--- src/include/host_soc_cfg.svh ---
/*
  Build-time constants of the host subsystem.
  Region bases must be aligned to their length, because targets take
  the word offset from the low address bits only.
  The CLINT offsets are 16 bits wide and relative to CLINT_BASE.
*/
`ifndef HOST_SOC_CFG_SVH
`define HOST_SOC_CFG_SVH

// ------------------------------------------------------------------------
// Bus widths
// ------------------------------------------------------------------------
`define HOST_ADDR_W 32
`define HOST_DATA_W 32

// ------------------------------------------------------------------------
// Memory map
// ------------------------------------------------------------------------
`define ROM_BASE  32'h0001_0000
`define ROM_LEN   32'h0000_0040
`define ROM_WORDS 16

`define CLINT_BASE 32'h0200_0000
`define CLINT_LEN  32'h0000_C000

// CLINT register offsets
`define CLINT_MSIP_OFS        16'h0000
`define CLINT_MTIMECMP_LO_OFS 16'h4000
`define CLINT_MTIMECMP_HI_OFS 16'h4004
`define CLINT_MTIME_LO_OFS    16'hBFF8
`define CLINT_MTIME_HI_OFS    16'hBFFC

// ------------------------------------------------------------------------
// Misc
// ------------------------------------------------------------------------
`define RTC_SYNC_STAGES 2

// Lets the core run its boot code before a debug request can land
`define DBG_DELAY_CYCLES 500

`endif

--- src/verilog/host_soc_pkg.sv ---
/*
  Bus types and boot ROM image shared by the host subsystem.
  One requester, one outstanding transaction, word accesses only.
*/
`include "host_soc_cfg.svh"

package host_soc_pkg;

  typedef struct packed {
    logic                    we;
    logic [`HOST_ADDR_W-1:0] addr;
    logic [`HOST_DATA_W-1:0] wdata;
  } bus_req_t;

  typedef struct packed {
    logic [`HOST_DATA_W-1:0] rdata;
    logic                    err;
  } bus_rsp_t;

  typedef enum logic [1:0] {
    TGT_ROM   = 2'd0,
    TGT_CLINT = 2'd1,
    TGT_NONE  = 2'd2
  } target_e;

  // Boot image, word 0 at ROM_BASE
  localparam logic [`ROM_WORDS-1:0][`HOST_DATA_W-1:0] ROM_TABLE = {
    32'h0000_0013, 32'h0000_0013, 32'h0000_0013, 32'h0000_0013,
    32'h0000_0013, 32'h0000_0013, 32'h0000_0013, 32'h0000_0013,
    32'h0000_0013, 32'h0000_0013, 32'hffdf_f06f, 32'h1050_0073,
    32'h0385_8593, 32'h0000_0597, 32'hf140_2573, 32'h0000_0297
  };

endpackage

--- src/verilog/bus_decoder.sv ---
/*
  Single-requester address decoder with a four-phase req/ack handshake.
  The target and payload are latched when req rises, so the payload must
  stay stable until ack. Unmapped addresses are acked here one cycle
  after req, with err set and rdata zero.
*/
`include "host_soc_cfg.svh"

module bus_decoder
  import host_soc_pkg::*;
(
  input  logic     clk_i,
  input  logic     ndmreset_n,
  input  logic     req_i,
  input  bus_req_t req_data_i,
  output logic     ack_o,
  output bus_rsp_t rsp_o,
  output logic     rom_req_o,
  output bus_req_t rom_data_o,
  input  logic     rom_ack_i,
  input  bus_rsp_t rom_rsp_i,
  output logic     clint_req_o,
  output bus_req_t clint_data_o,
  input  logic     clint_ack_i,
  input  bus_rsp_t clint_rsp_i
);

  localparam bus_rsp_t ERR_RSP = '{rdata: '0, err: 1'b1};

  target_e  tgt_d, tgt_q;
  logic     fwd_req_q;
  logic     err_ack_q;
  bus_req_t data_q;

  function automatic target_e decode_addr(input logic [`HOST_ADDR_W-1:0] addr);
    target_e tgt;
    tgt = TGT_NONE;
    if (addr >= `ROM_BASE && addr < `ROM_BASE + `ROM_LEN) begin
      tgt = TGT_ROM;
    end else if (addr >= `CLINT_BASE && addr < `CLINT_BASE + `CLINT_LEN) begin
      tgt = TGT_CLINT;
    end
    return tgt;
  endfunction

  // Keep the latched target for the rest of the transaction
  assign tgt_d = fwd_req_q ? tgt_q : decode_addr(req_data_i.addr);

  always_ff @(posedge clk_i or negedge ndmreset_n) begin
    if (!ndmreset_n) begin
      fwd_req_q <= 1'b0;
      err_ack_q <= 1'b0;
      tgt_q     <= TGT_NONE;
    end else begin
      fwd_req_q <= req_i;
      err_ack_q <= req_i && (tgt_d == TGT_NONE);
      if (req_i && !fwd_req_q) begin
        tgt_q <= tgt_d;
      end
    end
  end

  always_ff @(posedge clk_i) begin
    if (req_i && !fwd_req_q) begin
      data_q <= req_data_i;
    end
  end

  assign rom_req_o    = fwd_req_q && (tgt_q == TGT_ROM);
  assign clint_req_o  = fwd_req_q && (tgt_q == TGT_CLINT);
  assign rom_data_o   = data_q;
  assign clint_data_o = data_q;

  // Return path is combinational
  always_comb begin
    case (tgt_q)
      TGT_ROM: begin
        ack_o = rom_ack_i;
        rsp_o = rom_rsp_i;
      end
      TGT_CLINT: begin
        ack_o = clint_ack_i;
        rsp_o = clint_rsp_i;
      end
      default: begin
        ack_o = err_ack_q;
        rsp_o = ERR_RSP;
      end
    endcase
  end

  a_ack_needs_req: assert property (@(posedge clk_i) disable iff (!ndmreset_n)
    $rose(ack_o) |-> $past(req_i));

  // A target finishes its handshake before another one is started
  a_one_target: assert property (@(posedge clk_i) disable iff (!ndmreset_n)
    !((rom_req_o || rom_ack_i) && (clint_req_o || clint_ack_i)));

endmodule

--- src/verilog/boot_rom.sv ---
/*
  Boot ROM behind a four-phase slave port.
  Ack follows req by one cycle and is held until req falls.
  Writes change nothing and are answered with err set.
  The word index comes from the low address bits only.
*/
`include "host_soc_cfg.svh"

module boot_rom
  import host_soc_pkg::*;
(
  input  logic     clk_i,
  input  logic     ndmreset_n,
  input  logic     req_i,
  input  bus_req_t req_data_i,
  output logic     ack_o,
  output bus_rsp_t rsp_o
);

  localparam int IDX_W = $clog2(`ROM_WORDS);

  logic             ack_q;
  logic [IDX_W-1:0] word_idx;
  bus_rsp_t         rsp_q;

  assign word_idx = req_data_i.addr[IDX_W+1:2];

  always_ff @(posedge clk_i or negedge ndmreset_n) begin
    if (!ndmreset_n) begin
      ack_q <= 1'b0;
    end else begin
      ack_q <= req_i;
    end
  end

  // Response is captured once and held for the whole ack phase
  always_ff @(posedge clk_i) begin
    if (req_i && !ack_q) begin
      if (req_data_i.we) begin
        rsp_q <= '{rdata: '0, err: 1'b1};
      end else begin
        rsp_q <= '{rdata: ROM_TABLE[word_idx], err: 1'b0};
      end
    end
  end

  assign ack_o = ack_q;
  assign rsp_o = rsp_q;

endmodule

--- src/verilog/clint_timer.sv ---
/*
  Core-local interruptor: msip, mtimecmp and a 64-bit mtime.
  rtc_i is asynchronous; mtime steps once every two rising edges of it,
  so rtc_i must stay at each level for more than two clock cycles.
  Accesses are 32 bits wide. Unknown offsets are acked with err set.
*/
`include "host_soc_cfg.svh"

module clint_timer
  import host_soc_pkg::*;
(
  input  logic     clk_i,
  input  logic     ndmreset_n,
  input  logic     rtc_i,
  input  logic     req_i,
  input  bus_req_t req_data_i,
  output logic     ack_o,
  output bus_rsp_t rsp_o,
  output logic     timer_irq_o,
  output logic     ipi_o
);

  logic [`RTC_SYNC_STAGES-1:0] rtc_sync_q;
  logic                        rtc_prev_q;
  logic                        rtc_div_q;
  logic                        rtc_rise;
  logic                        mtime_tick;

  logic                    ack_q;
  logic                    access;
  logic [15:0]             ofs;
  logic [`HOST_DATA_W-1:0] rd_val;
  logic                    known;
  logic                    msip_q;
  logic [63:0]             mtime_q;
  logic [63:0]             mtimecmp_q;
  bus_rsp_t                rsp_q;

  // ------------------------------------------------------------------------
  // Real-time input, synchronized and divided by two
  // ------------------------------------------------------------------------
  assign rtc_rise   = rtc_sync_q[`RTC_SYNC_STAGES-1] && !rtc_prev_q;
  assign mtime_tick = rtc_rise && !rtc_div_q;

  // ------------------------------------------------------------------------
  // Register access
  // ------------------------------------------------------------------------
  assign access = req_i && !ack_q;
  assign ofs    = req_data_i.addr[15:0];

  always_comb begin
    known  = 1'b1;
    rd_val = '0;
    case (ofs)
      `CLINT_MSIP_OFS:        rd_val = {{(`HOST_DATA_W-1){1'b0}}, msip_q};
      `CLINT_MTIMECMP_LO_OFS: rd_val = mtimecmp_q[31:0];
      `CLINT_MTIMECMP_HI_OFS: rd_val = mtimecmp_q[63:32];
      `CLINT_MTIME_LO_OFS:    rd_val = mtime_q[31:0];
      `CLINT_MTIME_HI_OFS:    rd_val = mtime_q[63:32];
      default:                known  = 1'b0;
    endcase
  end

  always_ff @(posedge clk_i or negedge ndmreset_n) begin
    if (!ndmreset_n) begin
      rtc_sync_q <= '0;
      rtc_prev_q <= 1'b0;
      rtc_div_q  <= 1'b0;
      ack_q      <= 1'b0;
      msip_q     <= 1'b0;
      mtime_q    <= '0;
      mtimecmp_q <= '1;
    end else begin
      rtc_sync_q <= {rtc_sync_q[`RTC_SYNC_STAGES-2:0], rtc_i};
      rtc_prev_q <= rtc_sync_q[`RTC_SYNC_STAGES-1];
      if (rtc_rise) begin
        rtc_div_q <= !rtc_div_q;
      end
      if (mtime_tick) begin
        mtime_q <= mtime_q + 64'd1;
      end
      ack_q <= req_i;
      // A bus write beats a tick in the same cycle
      if (access && req_data_i.we) begin
        case (ofs)
          `CLINT_MSIP_OFS:        msip_q             <= req_data_i.wdata[0];
          `CLINT_MTIMECMP_LO_OFS: mtimecmp_q[31:0]   <= req_data_i.wdata;
          `CLINT_MTIMECMP_HI_OFS: mtimecmp_q[63:32]  <= req_data_i.wdata;
          `CLINT_MTIME_LO_OFS:    mtime_q[31:0]      <= req_data_i.wdata;
          `CLINT_MTIME_HI_OFS:    mtime_q[63:32]     <= req_data_i.wdata;
          default: ;
        endcase
      end
    end
  end

  always_ff @(posedge clk_i) begin
    if (access) begin
      rsp_q <= '{rdata: req_data_i.we ? '0 : rd_val, err: !known};
    end
  end

  assign ack_o       = ack_q;
  assign rsp_o       = rsp_q;
  assign timer_irq_o = (mtime_q >= mtimecmp_q);
  assign ipi_o       = msip_q;

  // Decoder must hold the payload for the whole request phase
  a_payload_stable: assert property (@(posedge clk_i) disable iff (!ndmreset_n)
    (req_i && $past(req_i)) |-> $stable(req_data_i));

endmodule

--- src/verilog/debug_gate.sv ---
/*
  Holds the debug request low for DBG_DELAY_CYCLES after reset,
  then passes it through one register stage.
*/
`include "host_soc_cfg.svh"

module debug_gate (
  input  logic clk_i,
  input  logic ndmreset_n,
  input  logic debug_req_i,
  output logic debug_req_o
);

  localparam int CNT_W = $clog2(`DBG_DELAY_CYCLES + 1);

  logic [CNT_W-1:0] cnt_q;
  logic             dbg_q;

  always_ff @(posedge clk_i or negedge ndmreset_n) begin
    if (!ndmreset_n) begin
      cnt_q <= CNT_W'(`DBG_DELAY_CYCLES);
      dbg_q <= 1'b0;
    end else begin
      if (cnt_q != '0) begin
        cnt_q <= cnt_q - 1'b1;
      end
      dbg_q <= (cnt_q == '0) && debug_req_i;
    end
  end

  assign debug_req_o = dbg_q;

endmodule

--- src/verilog/host_subsystem.sv ---
/*
  Host subsystem top: decoder, boot ROM, CLINT and debug gate.
  One four-phase requester; request to ack takes at most 3 cycles.
  rtc_i and debug_req_i may be asynchronous to clk_i.
*/
module host_subsystem
  import host_soc_pkg::*;
(
  input  logic     clk_i,
  input  logic     ndmreset_n,
  input  logic     rtc_i,
  input  logic     req_i,
  input  bus_req_t req_data_i,
  output logic     ack_o,
  output bus_rsp_t rsp_o,
  input  logic     debug_req_i,
  output logic     debug_req_o,
  output logic     timer_irq_o,
  output logic     ipi_o
);

  logic     rom_req, rom_ack;
  logic     clint_req, clint_ack;
  bus_req_t rom_data, clint_data;
  bus_rsp_t rom_rsp, clint_rsp;

  bus_decoder i_bus_decoder (
    .clk_i        ( clk_i      ),
    .ndmreset_n   ( ndmreset_n ),
    .req_i        ( req_i      ),
    .req_data_i   ( req_data_i ),
    .ack_o        ( ack_o      ),
    .rsp_o        ( rsp_o      ),
    .rom_req_o    ( rom_req    ),
    .rom_data_o   ( rom_data   ),
    .rom_ack_i    ( rom_ack    ),
    .rom_rsp_i    ( rom_rsp    ),
    .clint_req_o  ( clint_req  ),
    .clint_data_o ( clint_data ),
    .clint_ack_i  ( clint_ack  ),
    .clint_rsp_i  ( clint_rsp  )
  );

  boot_rom i_boot_rom (
    .clk_i      ( clk_i      ),
    .ndmreset_n ( ndmreset_n ),
    .req_i      ( rom_req    ),
    .req_data_i ( rom_data   ),
    .ack_o      ( rom_ack    ),
    .rsp_o      ( rom_rsp    )
  );

  clint_timer i_clint (
    .clk_i       ( clk_i       ),
    .ndmreset_n  ( ndmreset_n  ),
    .rtc_i       ( rtc_i       ),
    .req_i       ( clint_req   ),
    .req_data_i  ( clint_data  ),
    .ack_o       ( clint_ack   ),
    .rsp_o       ( clint_rsp   ),
    .timer_irq_o ( timer_irq_o ),
    .ipi_o       ( ipi_o       )
  );

  debug_gate i_debug_gate (
    .clk_i       ( clk_i       ),
    .ndmreset_n  ( ndmreset_n  ),
    .debug_req_i ( debug_req_i ),
    .debug_req_o ( debug_req_o )
  );

endmodule

--- config.mk ---
export PLATFORM = sky130hd
export DESIGN_NAME = host_subsystem
export DESIGN_NICKNAME = d
export VERILOG_FILES = /design/src/verilog/host_soc_pkg.sv /design/src/verilog/bus_decoder.sv /design/src/verilog/boot_rom.sv /design/src/verilog/clint_timer.sv /design/src/verilog/debug_gate.sv /design/src/verilog/host_subsystem.sv
export VERILOG_INCLUDE_DIRS = /design/src /design/src/include
export SDC_FILE = /design/constraint.sdc
export NUM_CORES = 1
export LEC_CHECK = 0
export BUFFER_PORTS_ARGS = -buffer_cell sky130_fd_sc_hd__buf_2
export CELL_PAD_IN_SITES_DETAIL_PLACEMENT = 1
export CELL_PAD_IN_SITES_GLOBAL_PLACEMENT = 1
export CORE_MARGIN = 2
export CORE_UTILIZATION = 48
export CTS_CLUSTER_DIAMETER = 40
export DETAILED_ROUTE_END_ITERATION = 8
export GPL_TIMING_DRIVEN = 0
export PLACE_DENSITY_LB_ADDON = 0.1
export SYNTH_ARGS = -nofsm -noshare
export SYNTH_HDL_FRONTEND = slang
export SYNTH_SLANG_ARGS = --single-unit
--- constraint.sdc ---
create_clock -name clk_i -period 4.2 [get_ports clk_i]
set_clock_uncertainty 0.2 [all_clocks]
set_input_delay 0.42 -clock clk_i [delete_from_list [all_inputs] [get_ports clk_i]]
set_output_delay 0.42 -clock clk_i [all_outputs]
set_load 0.05 [all_outputs]
==> run summary, run 1 <==
Setup repair after global routing left no endpoint under its margin. The count of flip-flops with a built-in enable after synthesis was 95. During I/O placement, the number of pins put on the boundary was 107.

The most common flop cell mapped by yosys is sky130_fd_sc_hd__edfxtp_1. The run gives 48.7% as the starting utilization of the core area. No sink is reached through more buffers than the 3 on the longest clock path. The H-tree generated during clock tree synthesis spans 2 levels. The number of fillers in the final layout is 2,959, and the clock network power share is 51.2%. From left edge to right edge, the die measures 169 um. For the final routed DRC violation total, the log shows 0. Clock latency at the later pin of the worst-skew pair: 0.54 ns. 0 antenna diodes ended up in the layout. The type of destination of the critical path is an output pin.

Power spread over the standard cell area amounts to 411 mW/mm2. Across all setup checks in the final design, the least slack found is 0.182 ns. The run gives 0 as the initial antenna violation count. Global routing consumed, over all layers together, 30.3% of the routing resources. Worst min-delay path class: in2reg. The net count reported at finish is 1,634. The worst voltage drop across the vdd grid is 337 uV. Register clock-pin slew on the reported worst setup and hold paths: 0.05 ns.

The aggregate global routing overflow was 0. The combined area of the multi-input logic cells is 0.00585 mm2, and the die boundary height is 169 um. Net switching is 26.5% of the power. Via count of the first global-routing pass: 11,600.

The relative slew slack is 24.2%, and the wire length of the first global-routing pass is 66,200 um. For the finished layout, the period the worst path requires is 4.02 ns. Per report_power, the combinational group accounts for 8.9% of the total. OpenSTA, run right after detailed placement, puts the worst setup slack at 0.273 ns.

The overall via count from detail_route came out at 10,800. The tree is rooted in a sky130_fd_sc_hd__clkbuf_16. The post-route netlist has 19.2% of its cells at a drive strength greater than 1. The share of synthesized registers carrying an async set or reset was 61.1%; the share of the yosys chip area belonging to registers was 51.0%. The logs give 1,292 for the gate count of the mapped netlist and 3.58 ns for the required time of the critical path. Timing would allow up to 249 MHz. The detail route stage leaves a number of antenna-violating nets equal to 0. Summed over all cells, the static leakage comes to 6.28 nW.

After detailed routing, the average wire length per cell comes to 22.5 um. The finished layout holds 1,872 standard cells, fillers aside. The count of distinct cell types in the synthesized netlist was 61.

The core region area came out at 0.0269 mm2. In this run, synthesis produced a sequential element count of 244. Entering global routing, the biggest net connects 81 pins. For the final routed database, the setup TNS stands at 0 ns. The data arrival time of the critical path is 3.40 ns. The internal power of the cells totals 4.84 mW. The synthesized area per cell is 10.1 um2, and the transition time of the tightest slew-check pin is 1.13 ns.

The tree built by TritonCTS fans out to 244 sinks. The routability-driven placement congestion ratio is 0.854, and the final period utilization is 95.7%. The final number of hold-violating endpoints was 0.

The tools report the count of synthesis-stage warnings from yosys as 0. The flow ran to the end, and the final reports show no timing, DRC or antenna violations. The most common library cell in the layout ignoring fill and taps is sky130_fd_sc_hd__nand2_1.

The count of buffers added on input and output ports is 106. The logs give 42,100 um for the detailed-route wire length and 29,300 um for the estimated wirelength of the detail-placed design. The first detailed-routing pass ran for 5 iterations. Dividing the detail-routed via count by the number of cells gives 5.76. In this run, the number of DRC markers left after iteration 0 of detailed routing was 636.

The worst setup path is launched from a register. Across the run, the number of max-cap violations was 0. Registers are responsible for 39.9% of the overall power. The detailed-routed wire length on met2 was 20,300 um. The logs give 0 for the count of final max-slew check failures and 59.6% for the final design utilization. The tools report the cell count after placement as 1,742.

In this run the worst path has a maximum fanout of 3. The critical path is of the reg2out type. TritonCTS built the clock tree.

The number of nets handed over by synthesis was 1,428. The logs give 1.74 mW for the net switching power of the design and 1940 um for the wire length on met3. The synthesized netlist occupies a cell area of 0.0131 mm2. The die covers 0.0286 mm2.

The register cell area after layout came out at 0.00667 mm2. The run gives 0 as the total setup violations reported at the end of the flow. The growth of design area from synthesis to finish is 22.4%.

The uppermost layer routed was met4. In the layout the commonest cells are 195 x sky130_fd_sc_hd__nand2_1, 121 x sky130_fd_sc_hd__o21ai_0, 112 x sky130_fd_sc_hd__buf_2, 95 x sky130_fd_sc_hd__edfxtp_1, 86 x sky130_fd_sc_hd__inv_1. The run gives 60 as the standard-cell row count. The detailed router put a total of 18,700 um of wire on met1. Total CTS buffers: 42.
[area by class of cell]
type	instances	area share, %
Buffer	57	1.50
Sequential cell	244	41.7
Multi-Input combinational cell	904	36.6
Tap cell	341	2.67
Inverter	87	2.04
Timing Repair Buffer	162	7.01
Clock inverter	27	1.66
Clock buffer	50	6.89
[cells in the mapped netlist, drive strengths merged (2+ instances only)]
library cell,count,share of area (%)
nand4,41,2.1
mux2i,72,5.5
nor2b,4,0.19
a21oi,58,2.2
nand3b,3,0.17
a21o,13,0.75
o31ai,2,0.11
o31a,2,0.13
edfxtp,95,22
clkbuf,41,1.2
buf,16,0.64
or3,2,0.096
or2,3,0.14
nor4,24,1.8
nand2b,8,0.38
dfrtp,78,15
or3b,2,0.15
and3,10,0.48
nor3,28,1.3
and2,6,0.29
nor3b,2,0.15
o22a,31,2.1
xnor2,39,2.6
nand3,27,1.1
nor4b,2,0.13
xor2,27,1.8
nor2,79,2.3
o21ai,136,5.2
dfstp,71,14
nand2,195,5.6
ha,66,6.3
and4,3,0.20
inv,87,2.5
a31oi,3,0.14
mux2,4,0.34
[cell families (layout without fill, tap and decap cells)]
kind of cell | Yosys count | in the layout | synth area share (%)
simple gates | 440 | 440 | 16.7
compound gates | 256 | 256 | 11.4
fa+ha+maj | 66 | 66 | 6.31
buf+inv | 144 | 383 | 4.33
xor+xnor | 66 | 66 | 4.42
mux | 76 | 76 | 5.85
flops | 244 | 244 | 51.0
[critical path, stage by stage (launching register included)]
cell and delay (ns):
sky130_fd_sc_hd__dfstp_2 0.55, sky130_fd_sc_hd__inv_1 0.07, sky130_fd_sc_hd__ha_1 0.34, sky130_fd_sc_hd__nand4_1 0.16, sky130_fd_sc_hd__nor4_1 0.76, sky130_fd_sc_hd__a221oi_1 0.20
sky130_fd_sc_hd__o21ai_0 0.20, sky130_fd_sc_hd__a311oi_1 0.14, sky130_fd_sc_hd__nand2_1 0.16, sky130_fd_sc_hd__buf_2 0.29
[path summary, 6_finish.rpt]
path | startpoint | to | slack [ns] | cells past startpoint
worst max register to register | i_bus_decoder.tgt_q[1]$_DFFE_PN1P_ | i_clint.mtime_q[0]$_DFF_PN0_ | 0.34 | 8
worst max-delay path | i_clint.mtimecmp_q[27]$_DFFE_PN1P_ | timer_irq_o | 0.18 | 9
worst min register to register | i_clint.rtc_sync_q[0]$_DFF_PN0_ | i_clint.rtc_sync_q[1]$_DFF_PN0_ | 0.15 | 0
worst min-delay path | req_data_i[59] | i_bus_decoder.tgt_q[0]$_DFFE_PN0P_ | 0.02 | 4
min in group asynchronous | ndmreset_n | i_debug_gate.cnt_q[0]$_DFFE_PN0P_ | 0.29 | 2
max in group asynchronous | ndmreset_n | i_clint.mtimecmp_q[26]$_DFFE_PN1P_ | 2.63 | 3
[state kept, by name, summed over array words and instances (netlist names)]
| signal | count |
|---|---|
| i_debug_gate.cnt_q | 9 |
| i_boot_rom.ack_o | 1 |
| i_clint.mtime_q | 64 |
| i_bus_decoder.fwd_req_q | 1 |
| i_debug_gate.debug_req_o | 1 |
| i_bus_decoder.err_ack_q | 1 |
| i_clint.rtc_prev_q | 1 |
| i_clint.ipi_o | 1 |
| i_clint.ack_o | 1 |
| i_bus_decoder.clint_data_o | 49 |
| i_clint.mtimecmp_q | 64 |
| i_clint.rtc_div_q | 1 |
| i_clint.rtc_sync_q | 2 |
| i_clint.rsp_o | 33 |
| i_boot_rom.rsp_o | 13 |
| i_bus_decoder.tgt_q | 2 |
[layer usage]
metal  global-route usage (%)  vias to the layer above
met5                        0                        -
li1                         -                     4987
met2                     51.3                      315
met3                     4.70                       75
met4                     10.4                        0
met1                     39.8                     5408
[per-stage QoR]
stage	power (mW)	instance area, um2	hold slack [ns]
2_1_floorplan	2.98	13100	-0.0756
3_3_place_gp	3.18	14000	0.135
3_5_place_dp	3.20	14100	0.146
4_1_cts	6.59	16000	0.0134
5_1_grt	6.78	16000	0.0516
6_report	6.58	16000	0.0201
[what timing repair did]
item,CTS,global route
buffers inserted,0,0
endpoints found under the setup margin,0,3
hold buffers,53,0
gates resized for setup,0,1
hold endpoints to repair,87,0
[power groups by stage]
stage / Clock, mW / Sequential (mW) / Combinational [mW]
floorplan: 0 / 2.63 / 0.347
global placement: 0 / 2.66 / 0.515
detailed placement: 0 / 2.66 / 0.537
CTS: 3.38 / 2.62 / 0.582
global route: 3.51 / 2.63 / 0.634
finish: 3.37 / 2.63 / 0.586
No activity file was read; power rests on OpenSTA's default activity.
==> inputs of run 2 (changes only) <==
Settings changed: CORE_UTILIZATION 48 to 44.
==> run summary, run 2 (same netlist as run 1, synthesis figures left out) <==
The kind of cell with the highest combined delay along the critical path is simple AND/OR/NAND/NOR gates. The number of gates on the worst path with buffers counted is 9 (unchanged). The final-layout setup total negative slack is 0 ns (unchanged).

The clock latency at the later pin of the worst-skew pair came out at 0.55 ns (about the same). The H-tree level count came out at 2 (unchanged). Leaving out fill and tap cells, the most frequent cells in the layout are 195 x sky130_fd_sc_hd__nand2_1, 121 x sky130_fd_sc_hd__o21ai_0, 112 x sky130_fd_sc_hd__buf_2, 95 x sky130_fd_sc_hd__edfxtp_1, 86 x sky130_fd_sc_hd__inv_1. The final number of hold-violating endpoints came out at 0 (unchanged). Startpoint of the worst-slack reg-to-reg timing path: i_bus_decoder.tgt_q[1]$_DFFE_PN1P_. The number of buffer and inverter stages on the critical path was 2 (unchanged); the number of cells traversed by the worst hold path was 3 (-1). The logs give 0 (unchanged) for the aggregate global routing overflow and 1,790 (+2.8%) for the cell count after placement.

The tools report the critical path launch point as i_clint.mtimecmp_q[30]$_DFFE_PN1P_. The average vias per placed instance is 5.52 (-4.2%). The tools report the estimated wirelength of the detail-placed design as 29,600 um (+1.2%). The maximum operating frequency is 253 MHz (+1.6%), and the number of gates given a new drive strength after cts is 0 (unchanged). TritonCTS built the clock tree. The via count of the first global-routing pass is 11,100 (-4.1%), and the final routed DRC violation total is 0 (unchanged). The maximum buffer depth of the clock tree was 3 (unchanged). STA classifies the critical path startpoint as a register. For the core region area, the log shows 0.0295 mm2 (+9.7%). Wire length of the first global-routing pass: 65,400 um (-1.3%).

The all-layer global routing usage is 27.5% (-2.7 points), and the number of buffer cells added on primary ports is 106 (unchanged). The run gives 3.58 ns (about the same) as the required time of the critical path. Traced cell by cell, the critical path runs through inv_1 -> ha_1 -> nand4_1 -> nor4_1 -> a221oi_1 -> o21ai_0 -> a311oi_1 -> nand2_1 -> buf_2. The horizontal extent of the die came out at 176 um (+4.3%). The standard-cell row count is 63 (+5.0%).

The min-delay analysis places its worst path in the category in2reg. The final period utilization was 94.1% (-1.5 points). The worst path setup slack after routing was 0.246 ns (+0.0641 ns); the register cell area after layout was 0.00667 mm2 (unchanged). The detailed-route wire length came out at 42,200 um (+0.33%).

On the critical path, the stage with the largest delay is an instance of sky130_fd_sc_hd__nor4_1. The net count reported at finish was 1,639 (+0.31%); the cts-stage hold buffer count was 55 (+3.8%). The minimum clock period after layout is 3.95 ns (-0.0641 ns), and the total CTS buffers is 46 (+9.5%). The number of detailed-route iterations in the first pass came out at 5 (unchanged).

The root buffer cell chosen for the clock tree is sky130_fd_sc_hd__clkbuf_16. The logs give 310 uV (-7.9%) for the worst voltage drop across the vdd grid and 0.367 ns (+0.0941 ns) for the setup slack after placement. The run gives 44.4% (-4.3 points) as the starting utilization of the core area. The data arrival time of the critical path was 3.33 ns (-0.07 ns). The number of cells traversed by the worst register-to-register path was 7 (-1); the worst slack on hold paths was 0.0180 ns (-0.00201 ns).

Delay of the slowest cell on the worst path: 0.75 ns (about the same). The logs give 627 (-1.4%) for the number of DRC violations after detailed-routing iteration 0 and 0 (unchanged) for the number of maximum-capacitance violations. The die area was 0.0311 mm2 (+8.9%); the total setup violations reported at the end of the flow was 0 (unchanged). The tools report the overall via count from detail_route as 10,700 (-1.1%).

The tools report the number of sinks driven by the clock tree as 244 (unchanged). Final design utilization: 55.0% (-4.6 points). Compared with the post-synthesis result, the final layout area differs by 23.9%. The largest net degree at the start of global routing was 108 (+33%). The number of fillers in the final layout came out at 3,281 (+11%). The fraction of layout instances using a drive strength above 1 was 19.5% (+0.33 points). Setup repair after global routing left no endpoint under its margin. The tools report the count of final max-slew check failures as 0 (unchanged).

The tools report the count of nets left with antenna violations after detail routing as 0 (unchanged). The type of destination of the critical path is an output pin. Number of placed I/O pins: 107 (unchanged). The worst setup path is of the reg2out kind. The post-layout instance area came out at 0.0162 mm2 (+1.2%). The tools report the leakage component of the power as 6.36 nW (+1.2%). The tools report the antenna diode instance count as 0 (unchanged). The run gives 0.00585 mm2 (about the same) as the combined area of the multi-input logic cells. The power per cell area was 417 mW/mm2 (+1.4%). The register clock-pin slew on the reported worst setup and hold paths came out at 0.05 ns (about the same). The area of placed instances was 0.0142 mm2 (+0.41%); the maximum fanout count along the critical path was 2 (-1).

The relative slew slack was 18.6% (-5.6 points). The run gives 1,931 (+3.2%) as the number of standard cells in the layout, taps in and fillers out. Transition time of the tightest slew-check pin: 1.22 ns (+0.0834 ns).

The overall power came out at 6.75 mW (+2.6%). The run gives 0 (unchanged) as the post-CTS setup repair buffer count. The post-detailed-route wirelength per cell was 21.9 um (-2.7%); the routability-driven placement congestion ratio was 0.833 (-2.4%). The library cell used most frequently in the layout, excluding fill and tap cells, is sky130_fd_sc_hd__nand2_1.

The die boundary height was 176 um (+4.3%); the initial antenna violation count was 0 (unchanged). The flow ran to the end, and the final reports show no timing, DRC or antenna violations. The worst hold path begins at req_data_i[48].
-- run 2: cell types whose count changed in the layout (fill, tap and decap cells not counted), moves of 2 or more --
cell / change
sky130_fd_sc_hd__clkbuf_16: +4
sky130_fd_sc_hd__inv_6: -4
sky130_fd_sc_hd__inv_4: -3
sky130_fd_sc_hd__dlygate4sd3_1: +2
sky130_fd_sc_hd__inv_8: -2
sky130_fd_sc_hd__clkinv_2: +9
sky130_fd_sc_hd__clkbuf_8: +5
-- run 2: metal layers --
metal	wire (um)	global-route usage (%)	vias up	share of wire, %
li1	-	-	4993	-
met4	1030	7.75	0	2.4
met3	1980	4.63	71	4.7
met5	0	0	-	0
met2	20000	45.8	268	47
met1	19200	37.2	5330	45
-- run 2: layout make-up --
type / instances / share of cell area, %
timing repair buffer: 163 / 7.03
clock buffer: 60 / 7.87
clock inverter: 26 / 1.32
sequential: 244 / 41.2
buffer: 57 / 1.48
multi-input combinational: 904 / 36.1
tap: 390 / 3.01
inverter: 87 / 2.02
-- run 2: where the power goes --
group / internal (mW) / switching (mW) / leakage [nW]
clock network: 2.26 / 1.28 / 0.732
logic: 0.202 / 0.388 / 3.01
registers: 2.55 / 0.0778 / 2.62
total: 5.01 / 1.74 / 6.36
-- run 2: path summary, 6_finish.rpt --
| check | to | slack, ns |
|---|---|---|
| worst max-delay path | timer_irq_o | 0.25 |
| worst max register to register | i_clint.mtime_q[14]$_DFF_PN0_ | 0.39 |
| min in group asynchronous | i_bus_decoder.tgt_q[0]$_DFFE_PN0P_ | 0.16 |
| worst min register to register | i_clint.rtc_sync_q[1]$_DFF_PN0_ | 0.16 |
| max in group asynchronous | i_clint.mtime_q[18]$_DFF_PN0_ | 2.74 |
| worst min-delay path | i_bus_decoder.tgt_q[0]$_DFFE_PN0P_ | 0.02 |
-- run 2: worst min-delay path, stage by stage --
cell and delay [ns]:
sky130_fd_sc_hd__buf_2 0.08, sky130_fd_sc_hd__nand3b_1 0.13, sky130_fd_sc_hd__o31ai_1 0.08
